===== src/logic/tlb_pkg.sv =====
package tlb_pkg;

    // table geometry
    localparam int tlb_entries    = 16;
    localparam int tlb_data_ports = 2;

    typedef logic [$clog2(tlb_entries)-1:0] tlb_idx_t;
    typedef logic [18:0] vppn_t;
    typedef logic [19:0] vpn_t;
    typedef logic [9:0]  asid_t;
    typedef logic [19:0] ppn_t;
    typedef logic [5:0]  ps_t;
    typedef logic [4:0]  inv_op_t;

    // page size exponents, only these two are legal
    localparam ps_t ps_4k = ps_t'(12);
    localparam ps_t ps_4m = ps_t'(21);

    // INVTLB op codes
    localparam inv_op_t inv_op_all            = inv_op_t'(0);
    localparam inv_op_t inv_op_all_alt        = inv_op_t'(1);
    localparam inv_op_t inv_op_glb            = inv_op_t'(2);
    localparam inv_op_t inv_op_nglb           = inv_op_t'(3);
    localparam inv_op_t inv_op_nglb_asid      = inv_op_t'(4);
    localparam inv_op_t inv_op_nglb_asid_va   = inv_op_t'(5);
    localparam inv_op_t inv_op_glb_or_asid_va = inv_op_t'(6);
    // anything above this is illegal
    localparam inv_op_t inv_op_max            = inv_op_glb_or_asid_va;

    typedef struct packed {
        ppn_t       ppn;
        logic [1:0] plv;
        logic [1:0] mat;
        logic       d;
        logic       v;
    } tlb_page_t;

    // one entry maps an even/odd page pair
    typedef struct packed {
        vppn_t     vppn;
        asid_t     asid;
        logic      g;
        ps_t       ps;
        logic      e;
        tlb_page_t page0;
        tlb_page_t page1;
    } tlb_entry_t;

    typedef struct packed {
        logic  valid;
        asid_t asid;
        vpn_t  vpn;
    } tlb_s_req_t;

    typedef struct packed {
        logic      found;
        tlb_idx_t  index;
        ps_t       ps;
        tlb_page_t page;
    } tlb_s_resp_t;

    // index is ignored on a fill
    typedef struct packed {
        logic       we;
        logic       fill;
        tlb_idx_t   index;
        tlb_entry_t entry;
    } tlb_w_req_t;

    typedef struct packed {
        logic    en;
        inv_op_t op;
        asid_t   asid;
        vppn_t   vppn;
    } tlb_inv_req_t;

    // en already qualified by the op code check
    typedef struct packed {
        logic    en;
        inv_op_t op;
        asid_t   asid;
        vppn_t   vppn;
    } tlb_inv_cmd_t;

    // 4k pages compare the whole vppn, 4M pages only bits 31:23
    function automatic logic vppn_match(tlb_entry_t ent, vppn_t vppn);
        if (ent.ps == ps_4k) begin
            return ent.vppn == vppn;
        end
        return ent.vppn[18:10] == vppn[18:10];
    endfunction

endpackage


===== src/logic/tlb_inv_match.sv =====
module tlb_inv_match (
    input  tlb_pkg::tlb_entry_t [tlb_pkg::tlb_entries-1:0] entries_i,
    input  tlb_pkg::tlb_inv_cmd_t                          inv_cmd_i,
    output logic [tlb_pkg::tlb_entries-1:0]                clear_mask_o
);
    import tlb_pkg::*;

    logic [tlb_entries-1:0] glb;
    logic [tlb_entries-1:0] asid_eq;
    logic [tlb_entries-1:0] va_eq;
    logic [tlb_entries-1:0] clr;

    always_comb begin
        for (int i = 0; i < tlb_entries; i++) begin
            glb[i]     = entries_i[i].g;
            asid_eq[i] = entries_i[i].asid == inv_cmd_i.asid;
            va_eq[i]   = vppn_match(entries_i[i], inv_cmd_i.vppn);
        end
    end

    // one rule per op, evaluated on every entry at once
    always_comb begin
        for (int i = 0; i < tlb_entries; i++) begin
            case (inv_cmd_i.op)
                inv_op_all, inv_op_all_alt: begin
                    clr[i] = 1'b1;
                end
                inv_op_glb: begin
                    clr[i] = glb[i];
                end
                inv_op_nglb: begin
                    clr[i] = !glb[i];
                end
                inv_op_nglb_asid: begin
                    clr[i] = !glb[i] && asid_eq[i];
                end
                inv_op_nglb_asid_va: begin
                    clr[i] = !glb[i] && asid_eq[i] && va_eq[i];
                end
                inv_op_glb_or_asid_va: begin
                    clr[i] = glb[i] || (asid_eq[i] && va_eq[i]);
                end
                default: begin
                    clr[i] = 1'b0;
                end
            endcase
        end
    end

    // nothing cleared unless the command is live
    assign clear_mask_o = inv_cmd_i.en ? clr : '0;

endmodule


===== config.mk =====
export PLATFORM = sky130hd
export DESIGN_NAME = tlb_inv_match
export DESIGN_NICKNAME = d
export VERILOG_FILES = /design/src/logic/tlb_pkg.sv /design/src/logic/tlb_inv_match.sv
export SDC_FILE = /design/constraint.sdc
export NUM_CORES = 1
export LEC_CHECK = 0
export ABC_AREA = 1
export BUFFER_PORTS_ARGS = -buffer_cell sky130_fd_sc_hd__buf_2
export CORE_AREA = 2 2 571 573
export DETAILED_ROUTE_END_ITERATION = 8
export DIE_AREA = 0 0 573 575
export PLACE_DENSITY = 0.3
export SYNTH_ARGS = -nofsm -noshare
export SYNTH_HDL_FRONTEND = slang
export SYNTH_SLANG_ARGS = --single-unit

===== constraint.sdc =====
create_clock -name vclk -period 2.35
set_input_delay 0.47 -clock vclk [all_inputs]
set_output_delay 0.47 -clock vclk [all_outputs]
set_load 0.01 [all_outputs]

==> impl_metrics.toml <==
[die]
std_cell_rows = 209
core_mm2 = 0.323
die_h_um = 575
die_area_mm2 = 0.329
initial_core_util = 0.0247
die_w_um = 573
num_io_pins = 1475

[synth]
yosysWarnings = 0
synthesis.nets = 3030
yosysTopAreaCell = "nand2_1"
netlist_instances = 1571
synth_area_leaders = "nand2_1 28%, xnor2_1 20%, inv_1 8.9%"
synthesis.area_mm2 = 0.00800
avgSynthCellArea_um2 = 5.09
netlist.area_leader.share = 0.277
ys_seq_area_frac = 0
synth.distinct_cells = 28

[placement]
placedCellCount = 6691
gp_congestion = 0.767
dp_hpwl_um = 110000
pre_cts_ws_ns = -1.19
port_buffers = 627

[route]
antenna_left = 0
drt_wl_total_um = 117000
via_per_inst = 1.88
vias = 12700
drtIter0Drc = 356
drt_drc_violations_left = 0
post_drt_wl_per_cell_um = 17.3
dr.pass1.iters = 5

[timing]
hold_viol = 0
relSlewSlack = 0.696
setup-violations-final = 16
slew_viol_final = 0
layout_setup_ws_ns = -0.231
tightest_slew_ns = 0.455
min_period_ns = 2.58
timing.fmax_ghz = 0.387
grt_setup_unrepaired = "yes"
finalCritPeriodShare = 1.10
setup-tns-final_ns = -2.76

[grt]
gr-total-overflow = 0
grt_max_degree = 15
track_usage = 0.0681
grt_antenna_before_repair = 168
first_global_vias = 12700
grt_pass1_wl_um = 142000

[min_path]
min_to = "clear_mask_o[4]"
hp-class = "in2out"
whs_path_depth = 7
hold_start = "entries_i[415]"

[finish]
final_common_cell = "buf_2"
seq_cells = 0
final_util = 0.0651
final_layout_size_suffix_gt1_frac = 0.517
layout.cells.non_filler = 6738
seqCellArea_um2 = 0
nets = 3855
syn2layout_area_growth_pct = 163
n_clock_buffer = 0
layout_common_cells = "589 x buf_2, 504 x nand2_1, 173 x inv_1, 153 x xnor2_1, 146 x buf_4"

[run]
max_cap_violations = 0

[power]
ir_drop_uv = 69.3
p_leak_nw = 8.62
p_per_area_mw_per_mm2 = 144
p_total_mw = 3.04

[worst_setup_path]
cp.arrival_ns = 2.11
crit_path_start_kind = "input port"
cp_max_fo = 3
cp-end-kind = "primary output"
path_class = "in2out"
crit_required_ns = 1.88

[status]
status = "finished with violations"
violations = "setup timing"
==> layout make-up <==
| type | count | area [um2] |
|---|---|---|
| Fill cell | 38600 | 302000 |
| Multi-Input combinational cell | 1305 | 8380 |
| Inverter | 192 | 761 |
| Antenna cell | 19 | 47.5 |
| Tap cell | 4325 | 5410 |
| Timing Repair Buffer | 897 | 6440 |
==> what timing repair did <==
item                       4_1_cts  5_1_grt
gates resized for setup        434      154
setup endpoints to repair       16       16
pin swaps                      144      142
gates cloned                     4        1
hold buffers                     0        0
buffers inserted                27       10
==> power by group <==
group	leakage [nW]	switching [mW]	internal, mW
Clock	0.000120	0	0.00000110
Sequential	0	0	0
Combinational	8.62	1.60	1.43
Total	8.62	1.60	1.43
==> synth_stat cells (5+ instances only) <==
library cell / instances
nand2_1: 591
inv_1: 190
xnor2_1: 187
nor2_1: 160
xor2_1: 78
nand3_1: 75
or2_2: 57
nand4_1: 47
a21oi_1: 45
buf_2: 37
buf_4: 20
o21ai_0: 17
nor4_1: 15
o21bai_1: 12
clkbuf_1: 10
buf_6: 6
a21oi_2: 5
nor3_1: 5
==> worst max-delay path by stage <==
stage,start,cells past startpoint,endpoint
2_1_floorplan,inv_cmd_i[23],7,clear_mask_o[10]
3_3_place_gp,inv_cmd_i[15],17,clear_mask_o[15]
3_5_place_dp,inv_cmd_i[15],17,clear_mask_o[15]
4_1_cts,inv_cmd_i[16],14,clear_mask_o[15]
5_1_grt,inv_cmd_i[9],15,clear_mask_o[15]
6_report,inv_cmd_i[9],14,clear_mask_o[10]
==> per-layer routing <==
| layer | up-vias | routed length [um] | GRT usage |
|---|---|---|---|
| met5 | - | 539 | 0 |
| met4 | 86 | 2010 | 0.00829 |
| met3 | 201 | 10100 | 0.0262 |
| met2 | 598 | 51300 | 0.109 |
| met1 | 5372 | 52600 | 0.0884 |
| li1 | 6434 | - | - |
==> metrics by stage <==
stage | hold WS (ns) | area [um2]
floorplan | 1.15 | 8000
global placement | 1.44 | 18400
detailed placement | 1.43 | 18400
CTS | 1.44 | 20400
global route | 1.48 | 21000
finish | 1.43 | 21000
==> critical path, cell delays in order <==
cell        delay [ns]
buf_12            0.10
clkinvlp_4        0.10
buf_6             0.12
buf_6             0.11
nand2_1           0.05
nand2_1           0.06
nor2_2            0.11
nand3_2           0.12
o21bai_4          0.21
nand2_2           0.10
nand2_2           0.08
nand2_4           0.05
a21oi_4           0.24
buf_2             0.18
==> logic make-up (layout without fill, tap and decap cells) <==
kind of cell           Yosys count  in the layout  synth area share
AO/OA/AOI/OAI                   82             82            0.0579
XOR/XNOR                       265            265             0.290
buffers and inverters          266           1089             0.146
other                            0             19                 0
AND/OR/NAND/NOR                958            958             0.506
(Power assumes the default switching activity.)
