`src/logic/tlb_pkg.sv`:
```
package tlb_pkg;

    // table geometry
    localparam int tlb_entries    = 16;
    localparam int tlb_data_ports = 2;

    typedef logic [$clog2(tlb_entries)-1:0] tlb_idx_t;
    typedef logic [18:0] vppn_t;
    typedef logic [19:0] vpn_t;
    typedef logic [9:0]  asid_t;
    typedef logic [19:0] ppn_t;
    typedef logic [5:0]  ps_t;
    typedef logic [4:0]  inv_op_t;

    // page size exponents, only these two are legal
    localparam ps_t ps_4k = ps_t'(12);
    localparam ps_t ps_4m = ps_t'(21);

    // INVTLB op codes
    localparam inv_op_t inv_op_all            = inv_op_t'(0);
    localparam inv_op_t inv_op_all_alt        = inv_op_t'(1);
    localparam inv_op_t inv_op_glb            = inv_op_t'(2);
    localparam inv_op_t inv_op_nglb           = inv_op_t'(3);
    localparam inv_op_t inv_op_nglb_asid      = inv_op_t'(4);
    localparam inv_op_t inv_op_nglb_asid_va   = inv_op_t'(5);
    localparam inv_op_t inv_op_glb_or_asid_va = inv_op_t'(6);
    // anything above this is illegal
    localparam inv_op_t inv_op_max            = inv_op_glb_or_asid_va;

    typedef struct packed {
        ppn_t       ppn;
        logic [1:0] plv;
        logic [1:0] mat;
        logic       d;
        logic       v;
    } tlb_page_t;

    // one entry maps an even/odd page pair
    typedef struct packed {
        vppn_t     vppn;
        asid_t     asid;
        logic      g;
        ps_t       ps;
        logic      e;
        tlb_page_t page0;
        tlb_page_t page1;
    } tlb_entry_t;

    typedef struct packed {
        logic  valid;
        asid_t asid;
        vpn_t  vpn;
    } tlb_s_req_t;

    typedef struct packed {
        logic      found;
        tlb_idx_t  index;
        ps_t       ps;
        tlb_page_t page;
    } tlb_s_resp_t;

    // index is ignored on a fill
    typedef struct packed {
        logic       we;
        logic       fill;
        tlb_idx_t   index;
        tlb_entry_t entry;
    } tlb_w_req_t;

    typedef struct packed {
        logic    en;
        inv_op_t op;
        asid_t   asid;
        vppn_t   vppn;
    } tlb_inv_req_t;

    // en already qualified by the op code check
    typedef struct packed {
        logic    en;
        inv_op_t op;
        asid_t   asid;
        vppn_t   vppn;
    } tlb_inv_cmd_t;

    // 4k pages compare the whole vppn, 4M pages only bits 31:23
    function automatic logic vppn_match(tlb_entry_t ent, vppn_t vppn);
        if (ent.ps == ps_4k) begin
            return ent.vppn == vppn;
        end
        return ent.vppn[18:10] == vppn[18:10];
    endfunction

endpackage

```
`src/logic/tlb_ctrl.sv`:
```
module tlb_ctrl (
    input  logic                  clk,
    input  logic                  rst_i,
    input  tlb_pkg::tlb_w_req_t   w_req_i,
    input  tlb_pkg::tlb_inv_req_t inv_req_i,
    output logic                  wr_en_o,
    output tlb_pkg::tlb_idx_t     wr_index_o,
    output tlb_pkg::tlb_entry_t   wr_entry_o,
    output tlb_pkg::tlb_inv_cmd_t inv_cmd_o,
    output tlb_pkg::tlb_idx_t     fill_index_o,
    output logic                  inv_bad_op_o
);
    import tlb_pkg::*;

    tlb_idx_t fill_ptr_q;
    logic     fill_now;
    logic     op_legal;
    logic     bad_op_q;

    assign fill_now = w_req_i.we && w_req_i.fill;

    // write target
    assign wr_en_o    = w_req_i.we;
    assign wr_index_o = w_req_i.fill ? fill_ptr_q : w_req_i.index;
    assign wr_entry_o = w_req_i.entry;

    // round robin fill pointer, wraps naturally at 16
    always_ff @(posedge clk) begin
        if (rst_i) begin
            fill_ptr_q <= '0;
        end else if (fill_now) begin
            fill_ptr_q <= fill_ptr_q + tlb_idx_t'(1);
        end
    end

    assign fill_index_o = fill_ptr_q;

    // op codes 0..6 only
    assign op_legal = inv_req_i.op <= inv_op_max;

    always_comb begin
        inv_cmd_o.en   = inv_req_i.en && op_legal;
        inv_cmd_o.op   = inv_req_i.op;
        inv_cmd_o.asid = inv_req_i.asid;
        inv_cmd_o.vppn = inv_req_i.vppn;
    end

    // one cycle pulse after an illegal request
    always_ff @(posedge clk) begin
        if (rst_i) begin
            bad_op_q <= 1'b0;
        end else begin
            bad_op_q <= inv_req_i.en && !op_legal;
        end
    end

    assign inv_bad_op_o = bad_op_q;

endmodule

```
`config.mk`:
```
export PLATFORM = sky130hd
export DESIGN_NAME = tlb_ctrl
export DESIGN_NICKNAME = d
export VERILOG_FILES = /design/src/logic/tlb_pkg.sv /design/src/logic/tlb_ctrl.sv
export SDC_FILE = /design/constraint.sdc
export NUM_CORES = 1
export LEC_CHECK = 0
export ABC_AREA = 0
export BUFFER_PORTS_ARGS = -buffer_cell sky130_fd_sc_hd__buf_2
export CORE_AREA = 2 2 104 106
export CTS_BUF_LIST = sky130_fd_sc_hd__clkbuf_8
export DETAILED_ROUTE_END_ITERATION = 10
export DIE_AREA = 0 0 106 108
export GPL_TIMING_DRIVEN = 0
export SETUP_SLACK_MARGIN = 0.4
export SYNTH_ARGS = -nofsm -noshare
export SYNTH_HDL_FRONTEND = slang
export SYNTH_SLANG_ARGS = --single-unit
export TNS_END_PERCENT = 20
```
`constraint.sdc`:
```
create_clock -name clk -period 1.3 [get_ports clk]
set_input_delay 0.195 -clock clk [delete_from_list [all_inputs] [get_ports clk]]
set_output_delay 0.195 -clock clk [all_outputs]
set_load 0.1 [all_outputs]
```
==> results.json, run 1 <==
{
  "synth_top_area_share": 0.777,
  "first_pass_iters": 4,
  "grt_use_met2": 0.124,
  "hold_buffers": 0,
  "hold_violations": 0,
  "ys_types": 16,
  "path_class": "reg2out",
  "dp_cells": 433,
  "instances_no_fill": 443,
  "grt_use_met3": 0.0121,
  "finalWirelength_mm": 3.89,
  "critPathArrivalTime_ps": 1010,
  "sequentialPowerShare": 0.059,
  "fill_cells": 1104,
  "postSynthCellCount": 151,
  "vias": 1370,
  "grt_pass1_wl_mm": 4.92,
  "worstPathRequired_ps": 1110,
  "nets": 441,
  "htreeDepth": 1,
  "switching_share": 0.694,
  "grt.overflow.total": 0,
  "core-area_um2": 10200,
  "irDropWorstVdd_uv": 599,
  "timing.rr.end": "fill_index_o[2]",
  "yosys_warnings": 0,
  "busiest_layer": "met2",
  "setup_viol": 0,
  "clk_path_buf_depth": 2,
  "grt_pass1_vias": 1152,
  "seq_area_frac_synth": 0.0835,
  "tritoncts": "done",
  "status": "complete, no violations",
  "hp-start": "rst_i",
  "cts_made_buffers": 3,
  "placed_area_um2": 2140,
  "hold_depth": 2,
  "slew_headroom": 0.649,
  "leakage_nw": 1.39,
  "grt_util_all_layers": 0.0538,
  "slew_viol_final": 0,
  "tightest_slew_ps": 530,
  "dieArea_um2": 11400,
  "n_antenna_cell": 0,
  "drt.antenna.violating_nets": 0,
  "synth_seq_cells": 5,
  "cell_internal_pwr_mw": 0.816,
  "fmax_mhz": 831,
  "drtIter0Drc": 8,
  "slowest_delay_ps": 340,
  "p_switching_mw": 1.85,
  "comb_power_share": 0.834,
  "synth_fp_nets": 284,
  "final_area_um2": 2340,
  "crit_fanout": 4,
  "use_met1": 0.0423,
  "p_per_area_nw_per_um2": 1140,
  "pwr-share-clk": 0.106,
  "syn_area_um2": 1200,
  "clk_pin_slew_ps": 40,
  "reg2reg_depth": 5,
  "grt_max_degree": 8,
  "fin_crit_ps": 1200,
  "finalWeightedCongestion": 0.799,
  "drc": 0,
  "synth_area_leaders": "buf_4 (78%), dfxtp_1 (8.4%), mux2_2 (3.8%)",
  "reg2reg_slack_ps": 220,
  "avgSynthCellArea_um2": 7.94,
  "worstPathCellList": "mux2_4, buf_12",
  "rsz0062_at_grt": "yes",
  "io_pins": 266,
  "slowest_stage": "dfxtp_4",
  "cts.sinks": 5,
  "fin_skew_ps": 0.275,
  "antenna_found_initial": 0,
  "synth_top_cell_by_area": "buf_4",
  "viasPerCell": 3.09,
  "r2r-start": "fill_index_o[0]",
  "endpoint_kind": "primary output",
  "hold_end": "fill_index_o[1]",
  "holdCritPathClass": "in2reg",
  "tns_ps": 0,
  "die_h_um": 108,
  "numPortBuffers": 146,
  "post_drt_wl_per_cell_um": 8.77,
  "start_util": 0.117,
  "clock_latency_ps": 220,
  "drive_gt1_frac": 0.951,
  "worstSetupStartpointType": "flop",
  "die_w_um": 106,
  "fin_crit_sh": 0.925,
  "cts_root_buf": "clkbuf_8",
  "fp-row-count": 37,
  "syn2layout_area_growth_pct": 95.1,
  "cap_viol_max_count": 0
}
synth_stat cells:
cell and number:
a21oi_1 2, or3_1 1, nor3b_1 1, a311oi_1 1
and2_1 1, nor2_1 2, o21ai_0 1, ha_1 1
nand2_4 1, buf_6 1, dfxtp_1 5, nand2_1 1
buf_4 124, mux2_2 4, nand3_1 3, xor2_1 2
cell usage in the layout (no fill, tap or decap):
cell and instances:
xor2_1 2, nand3_1 2, inv_1 1, a21oi_1 2
a311oi_4 1, nor3b_1 1, buf_2 138, nor2_1 2
dfxtp_1 1, o21ai_0 1, dfxtp_4 4, or3_1 1
ha_1 1, buf_12 5, mux2_4 4, nand3_2 1
buf_4 131, buf_8 1, buf_6 2, and2_4 1
nand2_1 1, clkbuf_8 3, nand2_4 1
flip-flops by register name, summed over array words and instances, names as in the netlist:
signal        count
fill_index_o      4
inv_bad_op_o      1
cell families (layout without fill, tap and decap cells):
group,count (synthesis),after routing,share of synthesized area
buffers and inverters,125,281,0.786
AND/OR/NAND/NOR,10,10,0.0480
flip-flops,5,5,0.0835
AO/OA/AOI/OAI,4,4,0.0198
multiplexers,4,4,0.0376
XOR/XNOR,2,2,0.0146
adder cells (fa/ha/maj),1,1,0.0104
power groups by stage:
stage	combinational, mW	clock (mW)	sequential [mW]
floorplan	1.91	0	0.205
global placement	2.16	0	0.164
detailed placement	2.17	0	0.165
CTS	2.23	0.289	0.158
global route	2.28	0.296	0.159
finish	2.22	0.284	0.158
critical path: cells and delay by family (launching register included):
kind	cells	cell delay, ps
multiplexers	1	270
flip-flops	1	340
buffers and inverters	1	170
metal layers:
layer | part of all wire | routed length, um
met5 | 0 | 0
met4 | 0.0088 | 34
met3 | 0.14 | 540
met2 | 0.60 | 2340
met1 | 0.25 | 972
worst max path at each step:
stage               cells after the start             to            start
floorplan                               1  wr_index_o[0]  fill_index_o[0]
global placement                        4  inv_cmd_o[34]    inv_req_i[31]
detailed placement                      4  inv_cmd_o[34]    inv_req_i[31]
CTS                                     2  wr_index_o[2]  fill_index_o[2]
global route                            2  wr_index_o[2]  fill_index_o[2]
finish                                  2  wr_index_o[2]  fill_index_o[2]
through the flow:
stage | setup slack, ps | power, mW | hold slack [ps] | util
floorplan | 155 | 2.11 | 254 | -
global placement | -352 | 2.33 | 424 | 0.209
detailed placement | -351 | 2.33 | 435 | 0.209
CTS | 87.7 | 2.67 | 199 | 0.225
global route | 77.7 | 2.73 | 206 | 0.229
finish | 96.9 | 2.67 | 197 | 0.229
repair_timing:
item | CTS | global route
endpoints found under the setup margin | 20 | 22
pin swaps | 2 | 2
resized for setup | 22 | 5
buffers inserted | 4 | 2
layout make-up:
| cell class | count | area [um2] | share of cell area |
|---|---|---|---|
| multi-input combinational | 21 | 196 | 0.0840 |
| timing repair buffer | 152 | 870 | 0.372 |
| buffer | 125 | 942 | 0.403 |
| sequential | 5 | 115 | 0.0492 |
| clock buffer | 3 | 41.3 | 0.0177 |
| clock inverter | 1 | 3.75 | 0.00161 |
| tap | 136 | 170 | 0.0728 |
Power figures use the tool's default switching activity.
==> run 2, diff against run 1 <==
CORE_AREA = 2 2 103 105   (was 2 2 104 106)
DIE_AREA = 0 0 105 107   (was 0 0 106 108)
clock period = 1.5 ns   (was 1.3 ns; I/O delays follow)
==> run 2 against run 1 <==
  * Clock power shrank 14%
  * Final cell count down 0.68%
  * First-iteration DRC count increased by 100%
  * Power down 14%
  * Critical path depth is 2 higher
  * Clock-buffer cell count unchanged
  * Sequential power shrank 13%
  * Non-clock buffer count fell by 3
  * Setup slack better by 120 ps
  * Final area shrank 1.8%
  * Sequential cell count unchanged
  * Largest power group unchanged
==> results.json, run 2 (synthesis gave the netlist of run 1 again) <==
{
  "dpl.hpwl_mm": 3.79,
  "first_pass_iters": 2,
  "n_antenna_cell": 0,
  "drtIter0Drc": 16,
  "syn2layout_area_growth_pct": 91.5,
  "final_util": 0.227,
  "final_common_cell": "buf_2",
  "holdCritPathClass": "in2reg",
  "antenna_found_initial": 0,
  "htreeDepth": 1,
  "cell_internal_pwr_mw": 0.698,
  "clk_pin_slew_ps": 30,
  "finalWeightedCongestion": 0.805,
  "numPortBuffers": 146,
  "die_h_um": 107,
  "vias": 1364,
  "fill_cells": 1120,
  "finalWirelength_mm": 4.04,
  "fin_crit_sh": 0.857,
  "post_drt_wl_per_cell_um": 9.19,
  "clk_path_buf_depth": 2,
  "critPathArrivalTime_ps": 1060,
  "fp-row-count": 37,
  "fin_crit_ps": 1290,
  "pre_cts_slack_ps": -346,
  "slowest_delay_ps": 350,
  "fmax_mhz": 777,
  "final_cell_mix": "buf_2 (138), buf_4 (128), mux2_4 (4), dfxtp_4 (4), buf_8 (4)",
  "viasPerCell": 3.10,
  "worst_path_dominant_cell_family": "compound AO/OA/AOI/OAI gates",
  "cp.buffers_inverters": 2,
  "largest_reg_flops": 4,
  "slowest_stage": "a311oi_4",
  "core-area_um2": 10100,
  "multi_input_area_um2": 191,
  "grt_pass1_wl_mm": 5.25,
  "hold_violations": 0,
  "pwr-share-clk": 0.107,
  "path_class": "in2out",
  "crit_fanout": 2,
  "endpoint_kind": "primary output",
  "cts_made_buffers": 3,
  "comb_power_share": 0.834,
  "grt_pass1_vias": 1209,
  "p_switching_mw": 1.60,
  "drive_gt1_frac": 0.947,
  "grt_util_all_layers": 0.0580,
  "cap_viol_max_count": 0,
  "rsz0062_at_grt": "yes",
  "fin_skew_ps": 0.647,
  "drt.antenna.violating_nets": 0,
  "tightest_slew_ps": 510,
  "layout_setup_ws_ps": 214,
  "slew_headroom": 0.663,
  "tritoncts": "done",
  "worstPathCellList": "buf_8, a311oi_4, and2_4, buf_12",
  "setup_viol": 0,
  "tns_ps": 0,
  "clock_latency_ps": 220,
  "cts.sinks": 5,
  "dieArea_um2": 11200,
  "worstSetupStartpointType": "input pin",
  "irDropWorstVdd_uv": 558,
  "leakage_nw": 1.37,
  "whs_ps": 208,
  "start_util": 0.119,
  "finalPower_mw": 2.30,
  "nets": 438,
  "status": "complete, no violations",
  "grt.overflow.total": 0,
  "p_per_area_nw_per_um2": 1000,
  "hold_buffers": 0,
  "sequentialPowerShare": 0.060,
  "grt_max_degree": 8,
  "die_w_um": 105,
  "worstPathRequired_ps": 1270,
  "cts_root_buf": "clkbuf_8",
  "io_pins": 266,
  "ff_latch_area_um2": 115,
  "drc": 0,
  "slew_viol_final": 0,
  "switching_share": 0.696
}
## run 2: changes by cell type in the layout (fill, tap and decap cells not counted), sizes merged
cell and change:
buf -3
## run 2: final cells by class
| cell class | count | area share |
|---|---|---|
| buffer | 125 | 0.410 |
| tap | 136 | 0.0741 |
| timing repair buffer | 149 | 0.362 |
| multi-input combinational | 21 | 0.0834 |
| clock buffer | 3 | 0.0180 |
| sequential | 5 | 0.0501 |
| clock inverter | 1 | 0.00163 |
## run 2: power by group through the flow
stage          registers (mW)  clock network, mW  logic [mW]
3_5_place_dp            0.141                  0        1.88
6_report                0.137              0.245        1.91
3_3_place_gp            0.141                  0        1.87
2_1_floorplan           0.177                  0        1.66
5_1_grt                 0.138              0.258        1.96
4_1_cts                 0.137              0.253        1.91
## run 2: metal layers
metal | share of wire | track usage | vias up
li1 | - | - | 651
met1 | 0.25 | 0.0457 | 568
met2 | 0.59 | 0.128 | 140
met3 | 0.15 | 0.0176 | 5
met4 | 0.011 | 0.0200 | 0
met5 | 0 | 0 | -
## run 2: metrics by stage
| stage | instances | instance area, um2 |
|---|---|---|
| 2_1_floorplan | 151 | 1230 |
| 3_3_place_gp | 433 | 2130 |
| 3_5_place_dp | 433 | 2130 |
| 4_1_cts | 439 | 2270 |
| 5_1_grt | 440 | 2300 |
| 6_report | 440 | 2300 |
## run 2: final timing paths
path / from / end / slack [ps] / cells past startpoint
setup / recovery: inv_req_i[30] / inv_cmd_o[34] / 210 / 4
hold / removal: rst_i / fill_index_o[1] / 210 / 2
setup reg to reg: fill_index_o[0] / fill_index_o[2] / 400 / 5
hold reg to reg: fill_index_o[1] / fill_index_o[1] / 490 / 2
## run 2: what timing repair did
| item | 4_1_cts | 5_1_grt |
|---|---|---|
| setup buffers | 2 | 1 |
| pin swaps | 2 | 2 |
| resized for setup | 19 | 6 |
| endpoints found under the setup margin | 11 | 16 |
